**config.mk**
```make
export PLATFORM = sky130hd
export DESIGN_NAME = pipe_core
export DESIGN_NICKNAME = d
export VERILOG_FILES = /design/src/verilog/pipe_pkg.sv /design/src/verilog/decode_unit.sv /design/src/verilog/reg_file.sv /design/src/verilog/fetch_stage.sv /design/src/verilog/execute_stage.sv /design/src/verilog/mem_stage.sv /design/src/verilog/hazard_unit.sv /design/src/verilog/pipe_core.sv
export SDC_FILE = /design/constraint.sdc
export NUM_CORES = 2
export LEC_CHECK = 0
export ABC_AREA = 1
export BUFFER_PORTS_ARGS = -buffer_cell sky130_fd_sc_hd__buf_4
export CAP_MARGIN = 15
export CORE_MARGIN = 2
export CORE_UTILIZATION = 35
export DETAILED_ROUTE_END_ITERATION = 12
export SLEW_MARGIN = 40
export SYNTH_ARGS = -nofsm -noshare
export SYNTH_HDL_FRONTEND = slang
export SYNTH_SLANG_ARGS = --single-unit
```
**constraint.sdc**
```tcl
create_clock -name CLK -period 6.1 [get_ports CLK]
set_input_delay 1.83 -clock CLK [delete_from_list [all_inputs] [get_ports CLK]]
set_output_delay 1.83 -clock CLK [all_outputs]
set_load 0.1 [all_outputs]
```
**src/verilog/pipe_pkg.sv**
```systemverilog
// Pipeline package with word types, ALU encodings and stage register layouts
package pipe_pkg;

    typedef logic [31:0] word_t;
    typedef logic [4:0]  reg_addr_t;
    typedef logic [3:0]  alu_op_t;
    typedef logic [1:0]  alu_a_sel_t;
    typedef logic [1:0]  alu_b_sel_t;
    // Straight from funct3
    typedef logic [2:0]  br_type_t;

    // ALU operations
    localparam alu_op_t ALU_ADD    = 4'd0;
    localparam alu_op_t ALU_SUB    = 4'd1;
    localparam alu_op_t ALU_SLL    = 4'd2;
    localparam alu_op_t ALU_SLT    = 4'd3;
    localparam alu_op_t ALU_SLTU   = 4'd4;
    localparam alu_op_t ALU_XOR    = 4'd5;
    localparam alu_op_t ALU_SRL    = 4'd6;
    localparam alu_op_t ALU_SRA    = 4'd7;
    localparam alu_op_t ALU_OR     = 4'd8;
    localparam alu_op_t ALU_AND    = 4'd9;
    // LUI result is port b unchanged
    localparam alu_op_t ALU_COPY_B = 4'd10;

    // Port a sources
    localparam alu_a_sel_t A_RS1  = 2'd0;
    localparam alu_a_sel_t A_PC   = 2'd1;
    localparam alu_a_sel_t A_ZERO = 2'd2;

    // Port b sources, FOUR builds the link value
    localparam alu_b_sel_t B_RS2   = 2'd0;
    localparam alu_b_sel_t B_IMM_I = 2'd1;
    localparam alu_b_sel_t B_IMM_U = 2'd2;
    localparam alu_b_sel_t B_FOUR  = 2'd3;

    // Decoded control, immediates already sign-extended
    typedef struct packed {
        reg_addr_t  rs1;
        reg_addr_t  rs2;
        reg_addr_t  rd;
        logic       reg_write;
        logic       dren;
        logic       dwen;
        logic       branch;
        logic       jal;
        logic       jalr;
        alu_op_t    alu_op;
        alu_a_sel_t alu_a_sel;
        alu_b_sel_t alu_b_sel;
        br_type_t   br_type;
        word_t      imm_i;
        word_t      imm_s;
        word_t      imm_b;
        word_t      imm_j;
        word_t      imm_u;
        logic       illegal;
    } ctrl_t;

    // Fetch to execute
    typedef struct packed {
        logic  valid;
        word_t pc;
        word_t instr;
    } fetch_ex_t;

    // Execute to memory/writeback
    typedef struct packed {
        logic      valid;
        word_t     pc;
        reg_addr_t rd;
        logic      reg_write;
        logic      dren;
        logic      dwen;
        logic      illegal;
        word_t     port_out;
        word_t     store_data;
    } ex_mem_t;

endpackage

```
**src/verilog/decode_unit.sv**
```systemverilog
// Instruction decoder from an RV32I word to control fields and immediates
module decode_unit (
    input  pipe_pkg::word_t instr,
    output pipe_pkg::ctrl_t ctrl
);
    import pipe_pkg::*;

    // Major opcodes
    localparam logic [6:0] OPC_OP     = 7'b0110011;
    localparam logic [6:0] OPC_OP_IMM = 7'b0010011;
    localparam logic [6:0] OPC_LUI    = 7'b0110111;
    localparam logic [6:0] OPC_AUIPC  = 7'b0010111;
    localparam logic [6:0] OPC_JAL    = 7'b1101111;
    localparam logic [6:0] OPC_JALR   = 7'b1100111;
    localparam logic [6:0] OPC_BRANCH = 7'b1100011;
    localparam logic [6:0] OPC_LOAD   = 7'b0000011;
    localparam logic [6:0] OPC_STORE  = 7'b0100011;

    logic [6:0] opcode;
    logic [2:0] funct3;
    logic       funct7_5;
    alu_op_t    op_arith;

    assign opcode   = instr[6:0];
    assign funct3   = instr[14:12];
    assign funct7_5 = instr[30];

    // OP and OP-IMM share the funct3 map
    always_comb begin
        case (funct3)
            // No SUBI, bit 30 of an I immediate is just offset
            3'b000:  op_arith = (opcode == OPC_OP && funct7_5) ? ALU_SUB : ALU_ADD;
            3'b001:  op_arith = ALU_SLL;
            3'b010:  op_arith = ALU_SLT;
            3'b011:  op_arith = ALU_SLTU;
            3'b100:  op_arith = ALU_XOR;
            // SRAI keeps bit 30 set as well
            3'b101:  op_arith = funct7_5 ? ALU_SRA : ALU_SRL;
            3'b110:  op_arith = ALU_OR;
            default: op_arith = ALU_AND;
        endcase
    end

    always_comb begin
        ctrl         = '0;
        ctrl.rs1     = instr[19:15];
        ctrl.rs2     = instr[24:20];
        ctrl.rd      = instr[11:7];
        ctrl.br_type = funct3;
        ctrl.imm_i   = {{20{instr[31]}}, instr[31:20]};
        ctrl.imm_s   = {{20{instr[31]}}, instr[31:25], instr[11:7]};
        ctrl.imm_b   = {{19{instr[31]}}, instr[31], instr[7], instr[30:25], instr[11:8], 1'b0};
        ctrl.imm_j   = {{11{instr[31]}}, instr[31], instr[19:12], instr[20], instr[30:21], 1'b0};
        ctrl.imm_u   = {instr[31:12], 12'd0};
        ctrl.alu_op    = ALU_ADD;
        ctrl.alu_a_sel = A_RS1;
        ctrl.alu_b_sel = B_IMM_I;
        case (opcode)
            OPC_OP: begin
                ctrl.reg_write = 1'b1;
                ctrl.alu_op    = op_arith;
                ctrl.alu_b_sel = B_RS2;
            end
            OPC_OP_IMM: begin
                ctrl.reg_write = 1'b1;
                ctrl.alu_op    = op_arith;
            end
            OPC_LUI: begin
                ctrl.reg_write = 1'b1;
                ctrl.alu_op    = ALU_COPY_B;
                ctrl.alu_a_sel = A_ZERO;
                ctrl.alu_b_sel = B_IMM_U;
            end
            OPC_AUIPC: begin
                ctrl.reg_write = 1'b1;
                ctrl.alu_a_sel = A_PC;
                ctrl.alu_b_sel = B_IMM_U;
            end
            // Jumps compute the link as pc + 4 in the ALU
            OPC_JAL, OPC_JALR: begin
                ctrl.reg_write = 1'b1;
                ctrl.jal       = (opcode == OPC_JAL);
                ctrl.jalr      = (opcode == OPC_JALR);
                ctrl.alu_a_sel = A_PC;
                ctrl.alu_b_sel = B_FOUR;
            end
            OPC_BRANCH: ctrl.branch = 1'b1;
            OPC_LOAD: begin
                ctrl.reg_write = 1'b1;
                ctrl.dren      = 1'b1;
            end
            // Address offset swapped to S format in execute
            OPC_STORE: ctrl.dwen = 1'b1;
            // Unknown opcode retires as a no-op
            default: ctrl.illegal = 1'b1;
        endcase
    end

endmodule

```
**src/verilog/reg_file.sv**
```systemverilog
// Integer register file, 32 entries, two read ports and one write port
module reg_file (
    input  logic                CLK,
    input  logic                nRST,
    input  pipe_pkg::reg_addr_t rs1,
    input  pipe_pkg::reg_addr_t rs2,
    output pipe_pkg::word_t     rs1_data,
    output pipe_pkg::word_t     rs2_data,
    input  pipe_pkg::reg_addr_t rd,
    input  pipe_pkg::word_t     w_data,
    input  logic                wen
);
    import pipe_pkg::*;

    word_t regs [32];

    // Entry 0 is cleared on reset and never written
    always_ff @(posedge CLK, negedge nRST) begin
        if (!nRST) begin
            for (int i = 0; i < 32; i++) begin
                regs[i] <= '0;
            end
        end else if (wen && rd != '0) begin
            regs[rd] <= w_data;
        end
    end

    // No bypass, memory-stage forwarding covers the gap
    assign rs1_data = regs[rs1];
    assign rs2_data = regs[rs2];

    // x0 reads as zero whatever was written at it
    assert property (@(posedge CLK) disable iff (!nRST) (rs1 == '0) |-> (rs1_data == '0));

endmodule

```
**src/verilog/fetch_stage.sv**
```systemverilog
// Fetch stage holding the PC and the fetch-to-execute register
module fetch_stage #(
    parameter pipe_pkg::word_t RESET_PC = '0
) (
    input  logic               CLK,
    input  logic               nRST,
    input  logic               stall,
    input  logic               flush,
    input  pipe_pkg::word_t    redirect_pc,
    output pipe_pkg::word_t    imem_addr,
    input  pipe_pkg::word_t    imem_rdata,
    output pipe_pkg::fetch_ex_t fetch_ex
);
    import pipe_pkg::*;

    word_t pc;

    // Instruction memory answers in the same cycle
    assign imem_addr = pc;

    // Always predict fall-through, execute corrects on redirect
    always_ff @(posedge CLK, negedge nRST) begin
        if (!nRST) begin
            pc <= RESET_PC;
        end else if (flush) begin
            pc <= redirect_pc;
        end else if (!stall) begin
            pc <= pc + 32'd4;
        end
    end

    always_ff @(posedge CLK, negedge nRST) begin
        if (!nRST) begin
            fetch_ex <= '0;
        end else if (flush) begin
            // Wrong-path word becomes a bubble
            fetch_ex <= '0;
        end else if (!stall) begin
            fetch_ex.valid <= 1'b1;
            fetch_ex.pc    <= pc;
            fetch_ex.instr <= imem_rdata;
        end
    end

endmodule

```
**src/verilog/execute_stage.sv**
```systemverilog
// Execute stage with decode, register read, forwarding, ALU and branch resolution
module execute_stage (
    input  logic                CLK,
    input  logic                nRST,
    input  pipe_pkg::fetch_ex_t fetch_ex,
    input  logic                stall,
    input  logic                flush,
    input  logic                fwd_rs1,
    input  logic                fwd_rs2,
    input  pipe_pkg::word_t     wb_data,
    input  pipe_pkg::reg_addr_t wb_rd,
    input  logic                wb_en,
    output pipe_pkg::reg_addr_t rs1_e,
    output pipe_pkg::reg_addr_t rs2_e,
    output logic                redirect,
    output pipe_pkg::word_t     redirect_pc,
    output pipe_pkg::ex_mem_t   ex_mem
);
    import pipe_pkg::*;

    ctrl_t   ctrl;
    word_t   rs1_data, rs2_data;
    word_t   rs1_fwd, rs2_fwd;
    word_t   port_a, port_b, alu_out;
    logic    br_cond;
    ex_mem_t ex_mem_n;

    decode_unit i_decode (
        .instr (fetch_ex.instr),
        .ctrl  (ctrl)
    );

    // Written from the memory stage
    reg_file i_reg_file (
        .CLK,
        .nRST,
        .rs1      (ctrl.rs1),
        .rs2      (ctrl.rs2),
        .rs1_data (rs1_data),
        .rs2_data (rs2_data),
        .rd       (wb_rd),
        .w_data   (wb_data),
        .wen      (wb_en)
    );

    assign rs1_e = ctrl.rs1;
    assign rs2_e = ctrl.rs2;

    // Memory-stage result wins over the register file
    assign rs1_fwd = fwd_rs1 ? wb_data : rs1_data;
    assign rs2_fwd = fwd_rs2 ? wb_data : rs2_data;

    always_comb begin
        case (ctrl.alu_a_sel)
            A_RS1:   port_a = rs1_fwd;
            A_PC:    port_a = fetch_ex.pc;
            A_ZERO:  port_a = '0;
            default: port_a = '0;
        endcase
        case (ctrl.alu_b_sel)
            B_RS2:   port_b = rs2_fwd;
            // Stores take the split S offset
            B_IMM_I: port_b = ctrl.dwen ? ctrl.imm_s : ctrl.imm_i;
            B_IMM_U: port_b = ctrl.imm_u;
            default: port_b = 32'd4;
        endcase
    end

    always_comb begin
        case (ctrl.alu_op)
            ALU_SUB:    alu_out = port_a - port_b;
            ALU_SLL:    alu_out = port_a << port_b[4:0];
            ALU_SLT:    alu_out = {31'd0, $signed(port_a) < $signed(port_b)};
            ALU_SLTU:   alu_out = {31'd0, port_a < port_b};
            ALU_XOR:    alu_out = port_a ^ port_b;
            ALU_SRL:    alu_out = port_a >> port_b[4:0];
            ALU_SRA:    alu_out = word_t'($signed(port_a) >>> port_b[4:0]);
            ALU_OR:     alu_out = port_a | port_b;
            ALU_AND:    alu_out = port_a & port_b;
            ALU_COPY_B: alu_out = port_b;
            default:    alu_out = port_a + port_b;
        endcase
    end

    // Branch condition on forwarded operands
    always_comb begin
        case (ctrl.br_type)
            3'b000:  br_cond = (rs1_fwd == rs2_fwd);
            3'b001:  br_cond = (rs1_fwd != rs2_fwd);
            3'b100:  br_cond = ($signed(rs1_fwd) < $signed(rs2_fwd));
            3'b101:  br_cond = ($signed(rs1_fwd) >= $signed(rs2_fwd));
            3'b110:  br_cond = (rs1_fwd < rs2_fwd);
            3'b111:  br_cond = (rs1_fwd >= rs2_fwd);
            default: br_cond = 1'b0;
        endcase
    end

    // JALR target drops bit 0
    always_comb begin
        if (ctrl.jalr) begin
            redirect_pc = (rs1_fwd + ctrl.imm_i) & ~32'd1;
        end else if (ctrl.jal) begin
            redirect_pc = fetch_ex.pc + ctrl.imm_j;
        end else begin
            redirect_pc = fetch_ex.pc + ctrl.imm_b;
        end
    end

    assign redirect = fetch_ex.valid && (ctrl.jal || ctrl.jalr || (ctrl.branch && br_cond));

    always_comb begin
        ex_mem_n = '0;
        if (fetch_ex.valid) begin
            ex_mem_n.valid      = 1'b1;
            ex_mem_n.pc         = fetch_ex.pc;
            ex_mem_n.rd         = ctrl.rd;
            ex_mem_n.illegal    = ctrl.illegal;
            // Illegal word keeps no side effects
            ex_mem_n.reg_write  = ctrl.reg_write && !ctrl.illegal;
            ex_mem_n.dren       = ctrl.dren && !ctrl.illegal;
            ex_mem_n.dwen       = ctrl.dwen && !ctrl.illegal;
            ex_mem_n.port_out   = alu_out;
            ex_mem_n.store_data = rs2_fwd;
        end
    end

    // Holds while memory waits
    always_ff @(posedge CLK, negedge nRST) begin
        if (!nRST) begin
            ex_mem <= '0;
        end else if (!stall) begin
            ex_mem <= ex_mem_n;
        end
    end

    assert property (@(posedge CLK) disable iff (!nRST) redirect |-> fetch_ex.valid);

    // Slot behind a taken redirect arrives as a bubble
    assert property (@(posedge CLK) disable iff (!nRST) flush |=> !fetch_ex.valid);

endmodule

```
**src/verilog/mem_stage.sv**
```systemverilog
// Memory and writeback stage driving data memory, register write and retirement
module mem_stage (
    input  pipe_pkg::ex_mem_t   ex_mem,
    input  logic                stall,
    output pipe_pkg::word_t     dmem_addr,
    output pipe_pkg::word_t     dmem_wdata,
    output logic                dmem_ren,
    output logic                dmem_wen,
    input  pipe_pkg::word_t     dmem_rdata,
    output pipe_pkg::word_t     wb_data,
    output pipe_pkg::reg_addr_t wb_rd,
    output logic                wb_en,
    output logic                retire_valid,
    output pipe_pkg::word_t     retire_pc,
    output pipe_pkg::reg_addr_t retire_rd,
    output pipe_pkg::word_t     retire_data,
    output logic                retire_illegal
);
    import pipe_pkg::*;

    // Strobes stay up through a wait since ex_mem holds
    assign dmem_addr  = ex_mem.port_out;
    assign dmem_wdata = ex_mem.store_data;
    assign dmem_ren   = ex_mem.valid && ex_mem.dren;
    assign dmem_wen   = ex_mem.valid && ex_mem.dwen;

    // Load data is valid in this cycle unless waiting
    assign wb_data = ex_mem.dren ? dmem_rdata : ex_mem.port_out;
    assign wb_rd   = ex_mem.rd;
    assign wb_en   = ex_mem.valid && ex_mem.reg_write && !stall;

    // One pulse per instruction
    assign retire_valid   = ex_mem.valid && !stall;
    assign retire_pc      = ex_mem.pc;
    assign retire_rd      = ex_mem.rd;
    assign retire_data    = wb_data;
    assign retire_illegal = ex_mem.valid && ex_mem.illegal;

    // Decoder never marks one word as both load and store
    always_comb begin
        assert (!(dmem_ren && dmem_wen));
    end

endmodule

```
**src/verilog/hazard_unit.sv**
```systemverilog
// Hazard unit for forwarding selects, redirect flush and memory-wait stall
module hazard_unit (
    input  pipe_pkg::ex_mem_t   ex_mem,
    input  pipe_pkg::reg_addr_t rs1_e,
    input  pipe_pkg::reg_addr_t rs2_e,
    input  logic                redirect,
    input  logic                dmem_wait,
    output logic                fwd_rs1,
    output logic                fwd_rs2,
    output logic                flush,
    output logic                stall
);
    import pipe_pkg::*;

    logic mem_writes_rd;

    // x0 destinations never forward
    assign mem_writes_rd = ex_mem.valid && ex_mem.reg_write && (ex_mem.rd != '0);

    assign fwd_rs1 = mem_writes_rd && (ex_mem.rd == rs1_e);
    assign fwd_rs2 = mem_writes_rd && (ex_mem.rd == rs2_e);

    // Whole pipe freezes on a waiting access
    assign stall = ex_mem.valid && (ex_mem.dren || ex_mem.dwen) && dmem_wait;

    // Redirect waits for the stall to clear
    assign flush = redirect && !stall;

    always_comb begin
        assert (!(flush && stall));
    end

endmodule

```
**src/verilog/pipe_core.sv**
```systemverilog
// Three-stage RV32I pipeline top connecting fetch, execute, memory and hazard logic
module pipe_core #(
    parameter pipe_pkg::word_t RESET_PC = '0
) (
    input  logic                CLK,
    input  logic                nRST,
    output pipe_pkg::word_t     imem_addr,
    input  pipe_pkg::word_t     imem_rdata,
    output pipe_pkg::word_t     dmem_addr,
    output pipe_pkg::word_t     dmem_wdata,
    output logic                dmem_ren,
    output logic                dmem_wen,
    input  pipe_pkg::word_t     dmem_rdata,
    input  logic                dmem_wait,
    output logic                retire_valid,
    output pipe_pkg::word_t     retire_pc,
    output pipe_pkg::reg_addr_t retire_rd,
    output pipe_pkg::word_t     retire_data,
    output logic                retire_illegal
);
    import pipe_pkg::*;

    fetch_ex_t fetch_ex;
    ex_mem_t   ex_mem;
    logic      stall, flush, redirect;
    word_t     redirect_pc;
    reg_addr_t rs1_e, rs2_e;
    logic      fwd_rs1, fwd_rs2;
    word_t     wb_data;
    reg_addr_t wb_rd;
    logic      wb_en;

    fetch_stage #(
        .RESET_PC (RESET_PC)
    ) i_fetch (
        .CLK,
        .nRST,
        .stall,
        .flush,
        .redirect_pc,
        .imem_addr,
        .imem_rdata,
        .fetch_ex
    );

    execute_stage i_execute (
        .CLK,
        .nRST,
        .fetch_ex,
        .stall,
        .flush,
        .fwd_rs1,
        .fwd_rs2,
        .wb_data,
        .wb_rd,
        .wb_en,
        .rs1_e,
        .rs2_e,
        .redirect,
        .redirect_pc,
        .ex_mem
    );

    mem_stage i_mem (
        .ex_mem,
        .stall,
        .dmem_addr,
        .dmem_wdata,
        .dmem_ren,
        .dmem_wen,
        .dmem_rdata,
        .wb_data,
        .wb_rd,
        .wb_en,
        .retire_valid,
        .retire_pc,
        .retire_rd,
        .retire_data,
        .retire_illegal
    );

    hazard_unit i_hazard (
        .ex_mem,
        .rs1_e,
        .rs2_e,
        .redirect,
        .dmem_wait,
        .fwd_rs1,
        .fwd_rs2,
        .flush,
        .stall
    );

endmodule

```
==> flow_summary_export.csv <==
group,metric,value,unit
final_layout,final_util,0.396,
floorplan,die_h,484,um
final_layout,multi_input_area,42800,sq um
global_route,grt_pass1_vias,78200,
synthesis,ys_types,66,
floorplan,dieArea,234000,sq um
power,intPower,0.0181,W
detailed_routing,first_pass_iters,7,
synthesis,syn-num-nets,12100,
power,power.switching,0.0165,W
placed_design,dp_cells,14600,
global_route,grt-ovfl-total,0,
sta,max_freq,171,MHz
global_route,use_met1,0.444,
floorplan,io_pins,236,
power,vdd_ir_drop_max,0.000581,V
flow_run,max-cap-violations,0,
critical_path,critPathSlowestCell,"a2111oi_0",
floorplan,core,229000,sq um
clock_network,clock_path_buffers,3,
final_layout,drive_above_1_share,0.0918,
synthesis,syn_area_per_cell,6.78,sq um
synthesis,syn_inst,11900,
final_layout,fin_nets,11900,
critical_path,max_stage_delay,640,ps
final_layout,syn_to_final_growth,12.7,%
critical_path,cp_max_fo,77,
final_layout,mostFrequentLayoutCell,"nand2_1",
worst_hold_path,hold_class,"register to register",
global_route,grt_use_total,0.315,
floorplan,initial_core_util,0.351,
sta,rsz0062_at_grt,"false",
clock_network,cts_buffers,143,
critical_path,crit_required,6830,ps
detailed_routing,wl,380000,um
sta,post-route-period-util,0.960,
clock_network,insertion_delay,850,ps
clock_network,postCtsSetupBuffers,0,
synthesis,synth_seq_cells,1227,
power,power_density,381,nW/um^2
clock_network,cts_num_sinks,1227,
sta,period_minus_slack,5850,ps
critical_path,cp-start-kind,"register",
power,pwr-share-seq,0.305,
sta,tns,0,ps
global_route,busiest_layer,"met1",
detailed_routing,routedWlPerCell,25.7,um
critical_path,crit_family,"compound AO/OA/AOI/OAI gates",
sta,timing.slew.headroom,0.394,
placed_design,postPlaceCellArea,85900,sq um
synthesis,ys_warn_count,0,
critical_path,critPathBufInv,5,
synthesis,synth_flop_cell,"dfrtp_1",
final_layout,final_area,90700,sq um
global_route,grt_max_degree,146,
final_layout,seq_area,30700,sq um
global_route,antenna_found_initial,10,
power,cellLeakagePower,42.2,nW
detailed_routing,drt_iter0_drc,11500,
clock_network,cts_tree,"built",
critical_path,worstSetupPathType,"register to register",
sta,skew,38.4,ps
placed_design,gp_congestion,1.03,
status,status,"completed",
sta,finalSetupViolCount,0,
critical_path,worst_path_most_repeated_cell,"o21ai_0",
critical_path,cp_data_arrival_time,6580,ps
detailed_routing,vias_per_cell,5.82,
floorplan,fp.dieW,484,um
synthesis,ys_async_sr_fraction,1.00,
detailed_routing,ant_nets,0,
global_route,grt_pass1_wl,553000,um
critical_path,cp-end-kind,"register",
sta,tightest_slew,909,ps
synthesis,synth_edf_count,0,
placed_design,port_buffers,235,
clock_network,path_clk_slew,60,ps
final_layout,n_fill_cell,24200,
placed_design,dp_hpwl,252000,um
global_route,grtUsageMet3,0.0867,
power,clock_power_share,0.254,
power,pwr-share-comb,0.441,
power,power,0.0346,W
synthesis,syn_area,80500,sq um
global_route,met2_usage,0.442,
clock_network,h-tree-depth,4,
sta,slew_violations,0,
sta,final_hold_viol_count,0,
floorplan,num_rows,176,
power,swShare,0.477,
detailed_routing,drc_errors,0,
synthesis,seq_area_frac_synth,0.382,
final_layout,fin_cells,14800,
final_layout,layout_common_cells,"nand2_1 (3472), o21ai_0 (1967), nand3_1 (1440)",
clock_network,root_buffer,"clkbuf_16",
detailed_routing,dr_total_vias,86300,
metal layers:
layer	part of all wire	up-vias
li1	-	39000
met1	0.42	41000
met2	0.41	5313
met3	0.12	878
met4	0.052	4
met5	0.00030	-
Yosys cell counts (all sizes together) (8+ instances only):
cell,number,area share
a211oi,11,0.0010
a21boi,9,0.00084
a21oi,459,0.030
a221oi,8,0.00087
a22oi,8,0.00081
a31oi,26,0.0022
and2,15,0.0012
buf,510,0.037
clkbuf,514,0.024
dfrtp,1227,0.38
ha,190,0.030
inv,640,0.030
nand2,3490,0.16
nand3,1444,0.090
nand3b,12,0.0011
nand4,59,0.0047
nor2,764,0.036
nor3,42,0.0029
nor4,12,0.00093
o2111ai,9,0.00098
o211ai,67,0.0063
o21a,8,0.00075
o21ai,2026,0.13
o21bai,12,0.0011
o221ai,24,0.0026
o22ai,171,0.013
o31ai,9,0.00084
or2,37,0.0029
xor2,35,0.0038
power groups by stage:
stage                     Sequential [W]  Combinational [W]  Clock, W
after floorplan                   0.0109            0.00943         0
after global routing              0.0107             0.0161   0.00923
after CTS                         0.0105             0.0149   0.00887
final                             0.0106             0.0152   0.00881
after global placement            0.0106             0.0148         0
after detailed placement          0.0106             0.0149         0
what timing repair did:
item / 4_1_cts / 5_1_grt
hold buffers: 0 / 0
endpoints found under the setup margin: 0 / 61
resized for setup: 0 / 6
cells by family (layout without fill, tap and decap cells):
group / after synthesis / count (layout) / synth area share
compound gates: 2867 / 2867 / 0.190
xor+xnor: 38 / 38 / 0.00414
fa+ha+maj: 194 / 194 / 0.0305
buf+inv: 1671 / 1578 / 0.0908
flops: 1227 / 1227 / 0.382
other cells: 0 / 9 / 0
simple gates: 5877 / 5877 / 0.303
registers in the layout, indices dropped and copies added (netlist names):
signal / cells
i_execute.i_reg_file.regs: 1024
i_fetch.fetch_ex: 65
i_execute.ex_mem: 106
i_fetch.imem_addr: 32
area by class of cell:
class                   instances  area share
multi-input cells            8976       0.471
repair buffers                682      0.0697
inverters                     647      0.0276
clock buffers                 211      0.0455
well taps                    3026      0.0417
diodes                          9    0.000248
clock inverters                38     0.00523
flip-flops and latches       1227       0.339
stage by stage:
stage	hold WS (ps)	worst slack [ps]
global route	410	4.76
floorplan	432	371
finish	400	245
global placement	388	186
detailed placement	390	168
CTS	404	383
path summary, 6_finish.rpt:
kind / from / to / cells after the start / slack, ps
min: i_execute.i_reg_file.regs[1010] / i_execute.i_reg_file.regs[1010] / 0 / 400
max: i_fetch.fetch_ex[20] / i_execute.ex_mem[63] / 25 / 250
min in group asynchronous: nRST / i_execute.i_reg_file.regs[566] / 1 / 900
max in group asynchronous: nRST / i_execute.i_reg_file.regs[648] / 3 / 3800
max reg2reg: i_fetch.fetch_ex[20] / i_execute.ex_mem[63] / 25 / 250
min reg2reg: i_execute.i_reg_file.regs[1010] / i_execute.i_reg_file.regs[1010] / 0 / 400
(Power assumes the default switching activity.)
